==> config.mk <==
export PLATFORM = sky130hd
export DESIGN_NAME = mem_edge_top
export DESIGN_NICKNAME = d
export VERILOG_FILES = /design/src/hw/mem_edge_pkg.sv /design/src/hw/write_heap.sv /design/src/hw/req_fifo.sv /design/src/hw/afu_edge.sv /design/src/hw/fiu_edge.sv /design/src/hw/mem_edge_top.sv
export SDC_FILE = /design/constraint.sdc
export NUM_CORES = 2
export LEC_CHECK = 0
export BUFFER_PORTS_ARGS = -buffer_cell sky130_fd_sc_hd__buf_2
export CAP_MARGIN = 20
export CORE_AREA = 4 4 411 413
export DETAILED_ROUTE_END_ITERATION = 12
export DIE_AREA = 0 0 415 417
export GPL_TIMING_DRIVEN = 0
export PLACE_DENSITY = 0.67
export SYNTH_ARGS = -nofsm -noshare
export SYNTH_HDL_FRONTEND = slang
export SYNTH_HIERARCHICAL = 1
export SYNTH_SLANG_ARGS = --single-unit
==> constraint.sdc <==
create_clock -name clk -period 9.9 [get_ports clk]
set_input_delay 0.495 -clock clk [delete_from_list [all_inputs] [get_ports clk]]
set_output_delay 0.495 -clock clk [all_outputs]
set_load 0.02 [all_outputs]
==> src/hw/mem_edge_pkg.sv <==
package mem_edge_pkg;

    // ========================================
    // Widths that carry a meaning
    // ========================================

    // Cache-line address, one unit per line
    typedef logic [31:0] cl_addr_t;

    // One line of data as it moves between the AFU, the heap and memory
    typedef logic [63:0] cl_data_t;

    // Request metadata, echoed back unchanged with every read response
    typedef logic [15:0] mdata_t;

    // Beat index inside a packet, or a packet length stored as beats minus one
    typedef logic [1:0] cl_num_t;

    // ========================================
    // Limits
    // ========================================

    // Largest multi-beat write packet
    localparam int MAX_BEATS = 4;

    // Almost-full rises once fewer than this many FIFO slots are free
    localparam int WR_ALMOST_FULL_THRESHOLD = 4;

    // ========================================
    // AFU edge write FSM
    // ========================================

    // Idle between packets, inside a packet, or stalled with no heap slot left
    typedef enum logic [1:0] {
        st_idle,
        st_beats,
        st_wait_slot
    } afu_edge_state_t;

endpackage

==> src/hw/write_heap.sv <==
module write_heap
    import mem_edge_pkg::*;
#(
    parameter int N_ENTRIES = 16,
    localparam int ADDR_BITS = $clog2(N_ENTRIES)
)
(
    input  logic                 clk,

    // Write port, driven by the AFU edge
    input  logic                 wen,
    input  logic [ADDR_BITS-1:0] waddr,
    input  cl_data_t             wdata,

    // Read port, driven by the FIU edge expansion pipeline
    input  logic [ADDR_BITS-1:0] raddr,
    output cl_data_t             rdata
);

    // Storage for every beat of every slot
    // The address is the slot index with the beat number below it
    cl_data_t mem [N_ENTRIES];

    always_ff @(posedge clk)
    begin
        if (wen)
        begin
            mem[waddr] <= wdata;
        end
    end

    // One registered read stage, so data follows raddr by one cycle
    always_ff @(posedge clk)
    begin
        rdata <= mem[raddr];
    end

endmodule

==> src/hw/req_fifo.sv <==
module req_fifo
    import mem_edge_pkg::*;
#(
    parameter int N_DATA_BITS = 32,
    parameter int N_ENTRIES = 6,
    localparam int PTR_BITS = $clog2(N_ENTRIES),
    localparam int CNT_BITS = $clog2(N_ENTRIES + 1)
)
(
    input  logic                   clk,
    input  logic                   reset,

    input  logic                   enq_en,
    input  logic [N_DATA_BITS-1:0] enq_data,
    output logic                   almost_full,

    output logic [N_DATA_BITS-1:0] first,
    input  logic                   deq_en,
    output logic                   not_empty
);

    logic [N_DATA_BITS-1:0] mem [N_ENTRIES];
    logic [PTR_BITS-1:0]    wr_ptr;
    logic [PTR_BITS-1:0]    rd_ptr;
    logic [CNT_BITS-1:0]    count;

    // The head entry is visible without a read cycle
    assign first = mem[rd_ptr];
    assign not_empty = (count != '0);

    // Leave room for requests already on their way when almost_full rises
    assign almost_full = (N_ENTRIES - int'(count)) < WR_ALMOST_FULL_THRESHOLD;

    always_ff @(posedge clk)
    begin
        if (enq_en)
        begin
            mem[wr_ptr] <= enq_data;
        end
    end

    // Pointers wrap explicitly, so the depth need not be a power of two
    always_ff @(posedge clk)
    begin
        if (reset)
        begin
            wr_ptr <= '0;
            rd_ptr <= '0;
            count <= '0;
        end
        else
        begin
            if (enq_en)
                wr_ptr <= (wr_ptr == PTR_BITS'(N_ENTRIES - 1)) ? '0 : wr_ptr + 1'b1;
            if (deq_en)
                rd_ptr <= (rd_ptr == PTR_BITS'(N_ENTRIES - 1)) ? '0 : rd_ptr + 1'b1;

            // Simultaneous enq and deq leave the count unchanged
            if (enq_en && !deq_en)
                count <= count + 1'b1;
            else if (deq_en && !enq_en)
                count <= count - 1'b1;
        end
    end

endmodule

==> src/hw/afu_edge.sv <==
module afu_edge
    import mem_edge_pkg::*;
#(
    parameter int N_HEAP_ENTRIES = 4,
    localparam int IDX_BITS = $clog2(N_HEAP_ENTRIES),
    localparam int HEAP_ADDR_BITS = IDX_BITS + $bits(cl_num_t)
)
(
    input  logic                      clk,
    input  logic                      reset,

    // AFU write beats
    input  logic                      afu_wr_valid,
    input  logic                      afu_wr_sop,
    input  cl_addr_t                  afu_wr_addr,
    input  cl_num_t                   afu_wr_len,
    input  mdata_t                    afu_wr_mdata,
    input  cl_data_t                  afu_wr_data,
    output logic                      afu_wr_almost_full,

    // Write data into the heap
    output logic                      heap_wen,
    output logic [HEAP_ADDR_BITS-1:0] heap_waddr,
    output cl_data_t                  heap_wdata,

    // One header per packet toward the FIU edge
    output logic                      hdr_valid,
    output cl_addr_t                  hdr_addr,
    output cl_num_t                   hdr_len,
    output mdata_t                    hdr_mdata,
    output logic [IDX_BITS-1:0]       hdr_idx,
    input  logic                      hdr_almost_full,

    // Slot release from the FIU edge
    input  logic                      free_en,
    input  logic [IDX_BITS-1:0]       free_idx
);

    afu_edge_state_t           state;
    logic [N_HEAP_ENTRIES-1:0] free_slots;
    logic [N_HEAP_ENTRIES-1:0] free_slots_next;
    logic [IDX_BITS-1:0]       alloc_idx;
    logic [IDX_BITS-1:0]       cur_idx;
    logic [IDX_BITS-1:0]       slot;
    cl_num_t                   beat_cnt;
    cl_num_t                   beat_num;
    cl_addr_t                  pkt_addr;
    cl_num_t                   pkt_len;
    mdata_t                    pkt_mdata;
    logic                      last_beat;

    // Lowest free slot wins, scanning from the top so bit 0 is written last
    always_comb
    begin
        alloc_idx = '0;
        for (int i = N_HEAP_ENTRIES - 1; i >= 0; i--)
        begin
            if (free_slots[i])
                alloc_idx = IDX_BITS'(i);
        end
    end

    always_comb
    begin
        // A sop beat opens a new slot at beat 0, later beats reuse it
        slot = afu_wr_sop ? alloc_idx : cur_idx;
        beat_num = afu_wr_sop ? cl_num_t'(0) : beat_cnt;
        last_beat = afu_wr_valid &&
                    (afu_wr_sop ? (afu_wr_len == '0) : (beat_cnt == pkt_len));

        // Allocation and release never touch the same slot in one cycle
        free_slots_next = free_slots;
        if (afu_wr_valid && afu_wr_sop)
            free_slots_next[alloc_idx] = 1'b0;
        if (free_en)
            free_slots_next[free_idx] = 1'b1;
    end

    // wait_slot is entered exactly when the heap has run out of slots
    assign afu_wr_almost_full = (state == st_wait_slot) || hdr_almost_full;

    // ========================================
    // Control state
    // ========================================

    always_ff @(posedge clk)
    begin
        if (reset)
        begin
            state <= st_idle;
            free_slots <= '1;
            beat_cnt <= '0;
            heap_wen <= 1'b0;
            hdr_valid <= 1'b0;
        end
        else
        begin
            free_slots <= free_slots_next;
            heap_wen <= afu_wr_valid;
            hdr_valid <= last_beat;
            if (afu_wr_valid)
                beat_cnt <= beat_num + 1'b1;

            unique case (state)
                st_wait_slot:
                begin
                    // A release from the FIU edge lets new packets in again
                    if (|free_slots)
                        state <= st_idle;
                end
                default:
                begin
                    if (last_beat)
                        state <= (|free_slots_next) ? st_idle : st_wait_slot;
                    else if (afu_wr_valid)
                        state <= st_beats;
                end
            endcase
        end
    end

    // ========================================
    // Packet payload, heap write and header
    // ========================================

    always_ff @(posedge clk)
    begin
        if (afu_wr_valid && afu_wr_sop)
        begin
            cur_idx <= alloc_idx;
            pkt_addr <= afu_wr_addr;
            pkt_len <= afu_wr_len;
            pkt_mdata <= afu_wr_mdata;
        end

        heap_waddr <= {slot, beat_num};
        heap_wdata <= afu_wr_data;

        // Single-beat packets take their fields straight from the sop beat
        hdr_addr <= afu_wr_sop ? afu_wr_addr : pkt_addr;
        hdr_len <= afu_wr_sop ? afu_wr_len : pkt_len;
        hdr_mdata <= afu_wr_sop ? afu_wr_mdata : pkt_mdata;
        hdr_idx <= slot;
    end

endmodule

==> src/hw/fiu_edge.sv <==
module fiu_edge
    import mem_edge_pkg::*;
#(
    parameter int N_HEAP_ENTRIES = 4,
    parameter int PT_MDATA_BIT = 15,
    localparam int IDX_BITS = $clog2(N_HEAP_ENTRIES),
    localparam int HEAP_ADDR_BITS = IDX_BITS + $bits(cl_num_t)
)
(
    input  logic                      clk,
    input  logic                      reset,

    // AFU reads and their memory side
    input  logic                      afu_rd_valid,
    input  cl_addr_t                  afu_rd_addr,
    input  mdata_t                    afu_rd_mdata,
    output logic                      afu_rd_almost_full,
    output logic                      mem_rd_valid,
    output cl_addr_t                  mem_rd_addr,
    output mdata_t                    mem_rd_mdata,
    input  logic                      mem_rd_almost_full,

    // Read responses
    input  logic                      mem_rsp_valid,
    input  mdata_t                    mem_rsp_mdata,
    input  cl_data_t                  mem_rsp_data,
    output logic                      afu_rsp_valid,
    output mdata_t                    afu_rsp_mdata,
    output cl_data_t                  afu_rsp_data,

    // Page-table walker
    input  logic                      pt_read_en,
    input  cl_addr_t                  pt_read_addr,
    output logic                      pt_read_rdy,
    output logic                      pt_data_valid,
    output cl_data_t                  pt_data,

    // Write headers, heap read and memory writes
    input  logic                      hdr_valid,
    input  cl_addr_t                  hdr_addr,
    input  cl_num_t                   hdr_len,
    input  mdata_t                    hdr_mdata,
    input  logic [IDX_BITS-1:0]       hdr_idx,
    output logic                      hdr_almost_full,
    output logic [HEAP_ADDR_BITS-1:0] heap_raddr,
    input  cl_data_t                  heap_rdata,
    output logic                      mem_wr_valid,
    output logic                      mem_wr_sop,
    output cl_addr_t                  mem_wr_addr,
    output mdata_t                    mem_wr_mdata,
    output cl_data_t                  mem_wr_data,
    input  logic                      mem_wr_almost_full,
    output logic                      free_en,
    output logic [IDX_BITS-1:0]       free_idx
);

    localparam int HDR_BITS = $bits(cl_addr_t) + $bits(cl_num_t) + $bits(mdata_t) + IDX_BITS;

    // Walker reads carry only the reserved bit in their metadata
    localparam mdata_t PT_MDATA = mdata_t'(1 << PT_MDATA_BIT);

    // ========================================
    // Reads and walker injection
    // ========================================

    logic     pt_req;
    logic     pt_emit;
    cl_addr_t pt_addr;
    logic     is_pt_rsp;

    // The walker request waits for a cycle with no AFU read
    assign pt_read_rdy = !pt_req;
    assign pt_emit = pt_req && !afu_rd_valid;
    assign afu_rd_almost_full = mem_rd_almost_full || pt_req;

    always_ff @(posedge clk)
    begin
        if (reset)
        begin
            pt_req <= 1'b0;
            mem_rd_valid <= 1'b0;
        end
        else
        begin
            pt_req <= (pt_req && !pt_emit) || pt_read_en;
            mem_rd_valid <= afu_rd_valid || pt_emit;
        end

        if (pt_read_en)
            pt_addr <= pt_read_addr;
        mem_rd_addr <= afu_rd_valid ? afu_rd_addr : pt_addr;
        mem_rd_mdata <= afu_rd_valid ? afu_rd_mdata : PT_MDATA;
    end

    // Responses are steered in the same cycle by the reserved bit
    always_comb
    begin
        is_pt_rsp = mem_rsp_mdata[PT_MDATA_BIT];
        pt_data_valid = mem_rsp_valid && is_pt_rsp;
        pt_data = mem_rsp_data;
        afu_rsp_valid = mem_rsp_valid && !is_pt_rsp;
        afu_rsp_mdata = mem_rsp_mdata;
        afu_rsp_data = mem_rsp_data;
    end

    // ========================================
    // Write expansion
    // ========================================

    logic [HDR_BITS-1:0] hdr_first;
    logic                hdr_not_empty;
    logic                hdr_deq;
    cl_addr_t            first_addr;
    cl_num_t             first_len;
    mdata_t              first_mdata;
    logic [IDX_BITS-1:0] first_idx;

    req_fifo #(
        .N_DATA_BITS(HDR_BITS),
        .N_ENTRIES(WR_ALMOST_FULL_THRESHOLD + 2)
    ) hdr_fifo (
        .clk(clk),
        .reset(reset),
        .enq_en(hdr_valid),
        .enq_data({hdr_addr, hdr_len, hdr_mdata, hdr_idx}),
        .almost_full(hdr_almost_full),
        .first(hdr_first),
        .deq_en(hdr_deq),
        .not_empty(hdr_not_empty)
    );

    assign {first_addr, first_len, first_mdata, first_idx} = hdr_first;

    // Stage 1 holds the packet being expanded and selects one beat
    logic                stg1_valid;
    cl_addr_t            stg1_addr;
    cl_num_t             stg1_len;
    mdata_t              stg1_mdata;
    logic [IDX_BITS-1:0] stg1_idx;
    cl_num_t             stg1_beat;
    logic                stg1_done;
    logic                may_fire;

    // Stage 2 waits for the registered heap read
    logic                stg2_valid;
    logic                stg2_sop;
    cl_addr_t            stg2_addr;
    mdata_t              stg2_mdata;

    always_comb
    begin
        may_fire = !mem_wr_almost_full;
        stg1_done = may_fire && stg1_valid && (stg1_beat == stg1_len);
        hdr_deq = hdr_not_empty && (!stg1_valid || stg1_done);
        heap_raddr = {stg1_idx, stg1_beat};
    end

    always_ff @(posedge clk)
    begin
        if (reset)
        begin
            stg1_valid <= 1'b0;
            stg2_valid <= 1'b0;
            mem_wr_valid <= 1'b0;
            free_en <= 1'b0;
        end
        else
        begin
            if (hdr_deq)
                stg1_valid <= 1'b1;
            else if (stg1_done)
                stg1_valid <= 1'b0;
            stg2_valid <= may_fire && stg1_valid;
            mem_wr_valid <= stg2_valid;

            // Release the slot once its last beat has left stage 1
            free_en <= stg1_done;
        end

        if (hdr_deq)
        begin
            stg1_addr <= first_addr;
            stg1_len <= first_len;
            stg1_mdata <= first_mdata;
            stg1_idx <= first_idx;
            stg1_beat <= '0;
        end
        else if (may_fire && stg1_valid)
            stg1_beat <= stg1_beat + 1'b1;
        free_idx <= stg1_idx;

        // Packet addresses are aligned, so OR-ing in the beat steps the line
        stg2_sop <= (stg1_beat == '0);
        stg2_addr <= stg1_addr | cl_addr_t'(stg1_beat);
        stg2_mdata <= stg1_mdata;

        // Stage 3 joins the header with its heap data
        mem_wr_sop <= stg2_sop;
        mem_wr_addr <= stg2_addr;
        mem_wr_mdata <= stg2_mdata;
        mem_wr_data <= heap_rdata;
    end

endmodule

==> src/hw/mem_edge_top.sv <==
module mem_edge_top
    import mem_edge_pkg::*;
#(
    parameter int N_HEAP_ENTRIES = 4,
    parameter int PT_MDATA_BIT = 15,
    localparam int IDX_BITS = $clog2(N_HEAP_ENTRIES),
    localparam int HEAP_ADDR_BITS = IDX_BITS + $bits(cl_num_t)
)
(
    input  logic     clk,
    input  logic     reset,

    // AFU side
    input  logic     afu_rd_valid,
    input  cl_addr_t afu_rd_addr,
    input  mdata_t   afu_rd_mdata,
    output logic     afu_rd_almost_full,
    input  logic     afu_wr_valid,
    input  logic     afu_wr_sop,
    input  cl_addr_t afu_wr_addr,
    input  cl_num_t  afu_wr_len,
    input  mdata_t   afu_wr_mdata,
    input  cl_data_t afu_wr_data,
    output logic     afu_wr_almost_full,
    output logic     afu_rsp_valid,
    output mdata_t   afu_rsp_mdata,
    output cl_data_t afu_rsp_data,

    // Memory side
    output logic     mem_rd_valid,
    output cl_addr_t mem_rd_addr,
    output mdata_t   mem_rd_mdata,
    input  logic     mem_rd_almost_full,
    output logic     mem_wr_valid,
    output logic     mem_wr_sop,
    output cl_addr_t mem_wr_addr,
    output mdata_t   mem_wr_mdata,
    output cl_data_t mem_wr_data,
    input  logic     mem_wr_almost_full,
    input  logic     mem_rsp_valid,
    input  mdata_t   mem_rsp_mdata,
    input  cl_data_t mem_rsp_data,

    // Page-table walker
    input  logic     pt_read_en,
    input  cl_addr_t pt_read_addr,
    output logic     pt_read_rdy,
    output logic     pt_data_valid,
    output cl_data_t pt_data
);

    // Heap traffic
    logic                      heap_wen;
    logic [HEAP_ADDR_BITS-1:0] heap_waddr;
    cl_data_t                  heap_wdata;
    logic [HEAP_ADDR_BITS-1:0] heap_raddr;
    cl_data_t                  heap_rdata;

    // Header queue and slot release between the two edges
    logic                      hdr_valid;
    cl_addr_t                  hdr_addr;
    cl_num_t                   hdr_len;
    mdata_t                    hdr_mdata;
    logic [IDX_BITS-1:0]       hdr_idx;
    logic                      hdr_almost_full;
    logic                      free_en;
    logic [IDX_BITS-1:0]       free_idx;

    afu_edge #(
        .N_HEAP_ENTRIES(N_HEAP_ENTRIES)
    ) afu_edge_i (.*);

    // Every slot owns MAX_BEATS consecutive heap lines
    write_heap #(
        .N_ENTRIES(N_HEAP_ENTRIES * MAX_BEATS)
    ) write_heap_i (
        .clk(clk),
        .wen(heap_wen),
        .waddr(heap_waddr),
        .wdata(heap_wdata),
        .raddr(heap_raddr),
        .rdata(heap_rdata)
    );

    fiu_edge #(
        .N_HEAP_ENTRIES(N_HEAP_ENTRIES),
        .PT_MDATA_BIT(PT_MDATA_BIT)
    ) fiu_edge_i (.*);

endmodule

==> results by group <==
Global routing
  • Antenna violations before repair: 7
  • Grt ovf: 0
  • Vias in the first global route: 33600
  • First-pass GRT wire length: 220 mm
  • Pin count of the biggest net entering global routing: 53
  • Global-route usage over all layers: 17.1%

Worst setup path
  • Max stage delay on crit path: 0.76 ns
  • Worst setup path start: fiu_edge_i/stg1_beat[1]
  • CP startpoint kind: flip-flop
  • FF-to-FF Start: fiu_edge_i/stg1_beat[1]
  • CP arrival: 3.53 ns
  • Worst Path Max Fanout: 10
  • Slowest cell on crit path: buf_1
  • Crit-path cells: buf_2, buf_1, mux4_2, a22oi_1, nand2_1
  • Crit path kind: flip-flop to flip-flop
  • CP Capture Type: flip-flop
  • WP data required: 10.56 ns

Job
  • # Max-Cap Violations: 0

Yosys
  • Sequential element share of the synthesized area: 80.0%
  • Ys flop type: edfxtp_1
  • Synth Area in Adders: 0.0684%
  • Synth Area in Compound Gates: 1.71%
  • Simple-gate share of the synthesized area: 1.28%
  • EDFF count, synth: 1472
  • Main combinational cell family by area after synthesis: multiplexers
  • Cell count after synthesis: 3012
  • Mux cell area share after synthesis: 14.0%
  • Asr flop ratio synth: 0%
  • Number of synthesized register bits: 1896
  • Syn nets: 3298
  • Syn Area/Cell: 21.9 um^2
  • Post-Synthesis Cell Area: 65800 um^2
  • Synth Area in XOR/XNOR: 0.0931%
  • Warnings from Yosys: 6
  • Synth cell types: 45

Pwr
  • P_int: 15.0 mW
  • Flop pwr share: 48.0%
  • Switching share of power: 26.1%
  • Clk pwr share: 35.8%
  • Peak supply drop: 0.219 mV
  • Pwr Total: 20.2 mW
  • Switching pwr: 5.27 mW
  • Comb power frac: 16.2%
  • PwrDens: 249 nW/um^2
  • Leak Pwr: 28.1 nW

STA
  • Fmax: 348 MHz
  • Setup repair after global routing missed its margin: no
  • Slew @ Worst Pin: 1.10 ns
  • Max Slew Vio Count: 0
  • Worst hold slack: 0.0969 ns
  • Slew margin rel.: 26.6%
  • Endpoints failing setup: 0
  • Final Hold Vio Count: 0
  • Fin crit period: 2.87 ns
  • Clock skew: 0.0461 ns
  • Final period util: 29.0%
  • Setup TNS: 0 ns

Floorplan
  • Die width: 415 um
  • Initial Util: 39.9%
  • I/O pin count: 595
  • Std cell rows: 149
  • Die Y: 417 um
  • Core ar.: 165000 um^2
  • Die ar.: 173000 um^2

Detailed routing
  • Initial DRT Pass Iterations: 5
  • Final antenna-violating net count: 0
  • Wirelength, routed: 150 mm
  • Wire per inst: 23.5 um
  • Initial DRC Count: 2650
  • Vias per cell: 5.05
  • Number of vias in the routed layout: 32100
  • # DRC: 0

CTS
  • CTS max path bufs: 3
  • CTS tree: yes
  • Clock sinks: 1896
  • CTS root buffer: clkbuf_16
  • H-tree lvl count: 4
  • Reg clk slew, reported paths: 0.06 ns
  • Worst skew pair latency: 0.83 ns
  • Num CTS Buffers: 187

Finish
  • Synth-to-layout area growth: 23.3%
  • Core Util, Final: 49.3%
  • Layout cells sized above 1: 37.7%
  • NumNets Final: 4295
  • Post-route insts no fill: 6369

Placed design
  • GP Congestion: 0.749
  • Placed cell count: 5807
  • IO buf count: 514
  • Post-DP HPWL: 95.0 mm

Min path
  • Worst hold start: afu_rd_valid
  • Min-Delay Path Class: input port to flip-flop

Run status
  • Outcome: finished, final reports clean
-- path summary, 6_finish.rpt --
| path | end | slack, ns | cells past startpoint |
|---|---|---|---|
| setup / recovery | write_heap_i/rdata[58] | 7.03 | 5 |
| hold / removal | fiu_edge_i/mem_rd_addr[27] | 0.1 | 2 |
| hold reg to reg | fiu_edge_i/mem_wr_data[4] | 0.30 | 0 |
| setup reg to reg | write_heap_i/rdata[58] | 7.03 | 5 |
-- logic make-up after synthesis --
group,count (synthesis)
buffers and inverters,280
muxes,499
and+or+nand+nor,175
AOI/OAI and AO/OA,152
DFF,1896
xor gates and xnor gates,7
adders and majority gates,3
-- synth_stat cells (all sizes together), types with 6 or more instances --
master / instances / area [um^2]
and2: 18 / 113
nor3: 9 / 45.0
a22oi: 128 / 961
mux4: 308 / 6940
nand2b: 14 / 87.6
nand2: 72 / 270
inv: 13 / 48.8
nor2b: 6 / 37.5
nor2: 32 / 120
mux2: 188 / 2280
edfxtp: 1472 / 44200
clkbuf: 49 / 184
buf: 218 / 1580
dfxtp: 424 / 8490
a21oi: 12 / 60.1
-- power groups by stage --
stage	registers (mW)	logic, mW	clock network (mW)
CTS	9.71	3.36	7.42
global placement	9.88	3.22	0
global route	9.77	3.50	7.77
floorplan	10.1	1.76	0
detailed placement	9.87	3.28	0
finish	9.70	3.28	7.25
-- state kept, by name (all words and copies together), names as in the netlist, 64 cells and up, named ones only --
name                     cells
fiu_edge_i/hdr_fifo/mem    312
fiu_edge_i/mem_wr_data      64
afu_edge_i/heap_wdata       64
write_heap_i/rdata          64
write_heap_i/mem          1024
-- critical path, delay by kind of cell (launching register included) --
kind            cells  cell delay, ns
buf+inv             2            1.23
flops               1            0.64
mux                 1            0.43
compound gates      1            0.24
simple gates        1            0.17
-- cells in the final DEF (no fill, tap or decap), types with 17 or more instances in the layout --
| cell type | netlist | final |
|---|---|---|
| a22oi_1 | 128 | 128 |
| and2_1 | 18 | 17 |
| buf_1 | 17 | 17 |
| buf_12 | 0 | 32 |
| buf_2 | 27 | 541 |
| buf_4 | 153 | 157 |
| buf_6 | 21 | 66 |
| clkbuf_1 | 49 | 102 |
| clkbuf_16 | 0 | 195 |
| clkbuf_8 | 0 | 30 |
| clkinv_2 | 0 | 22 |
| dfxtp_1 | 424 | 424 |
| dlygate4sd3_1 | 0 | 202 |
| edfxtp_1 | 1472 | 1472 |
| mux2_1 | 48 | 48 |
| mux2_2 | 96 | 96 |
| mux2_4 | 44 | 44 |
| mux4_2 | 308 | 308 |
| nand2_1 | 72 | 72 |
| nor2_1 | 32 | 17 |
-- metal layers --
layer  part of all wire, %  global-route usage, %  vias to the layer above
li1                      -                      -                    13900
met1                    39                   21.7                    16600
met2                    51                   29.3                     1302
met3                   7.0                   3.55                      255
met4                   3.1                   5.92                        0
met5                     0                      0                        -
-- metrics by stage --
| stage | cell area, um^2 | setup slack, ns |
|---|---|---|
| after floorplan | 65800 | 3.81 |
| after global routing | 81200 | 6.83 |
| final | 81200 | 7.03 |
| after global placement | 71100 | -2.12 |
| after CTS | 81200 | 6.95 |
| after detailed placement | 72700 | 6.96 |
-- area by class of cell --
class                      instances  area (um^2)
fill                           13100        83600
multi-input combinational        836        11500
buffer                           267         1770
tap                             2189         2740
antenna                            4         10.0
clock buffer                     280         5500
clock inverter                    76          942
timing repair buffer             808         6010
inverter                          13         51.3
sequential                      1896        52700
-- repair_timing --
item | in CTS | in global routing
hold buffers | 202 | 0
hold endpoints to repair | 253 | 0
buffers inserted | 0 | 0
resized for setup | 0 | 0
Power figures use the tool's default switching activity.
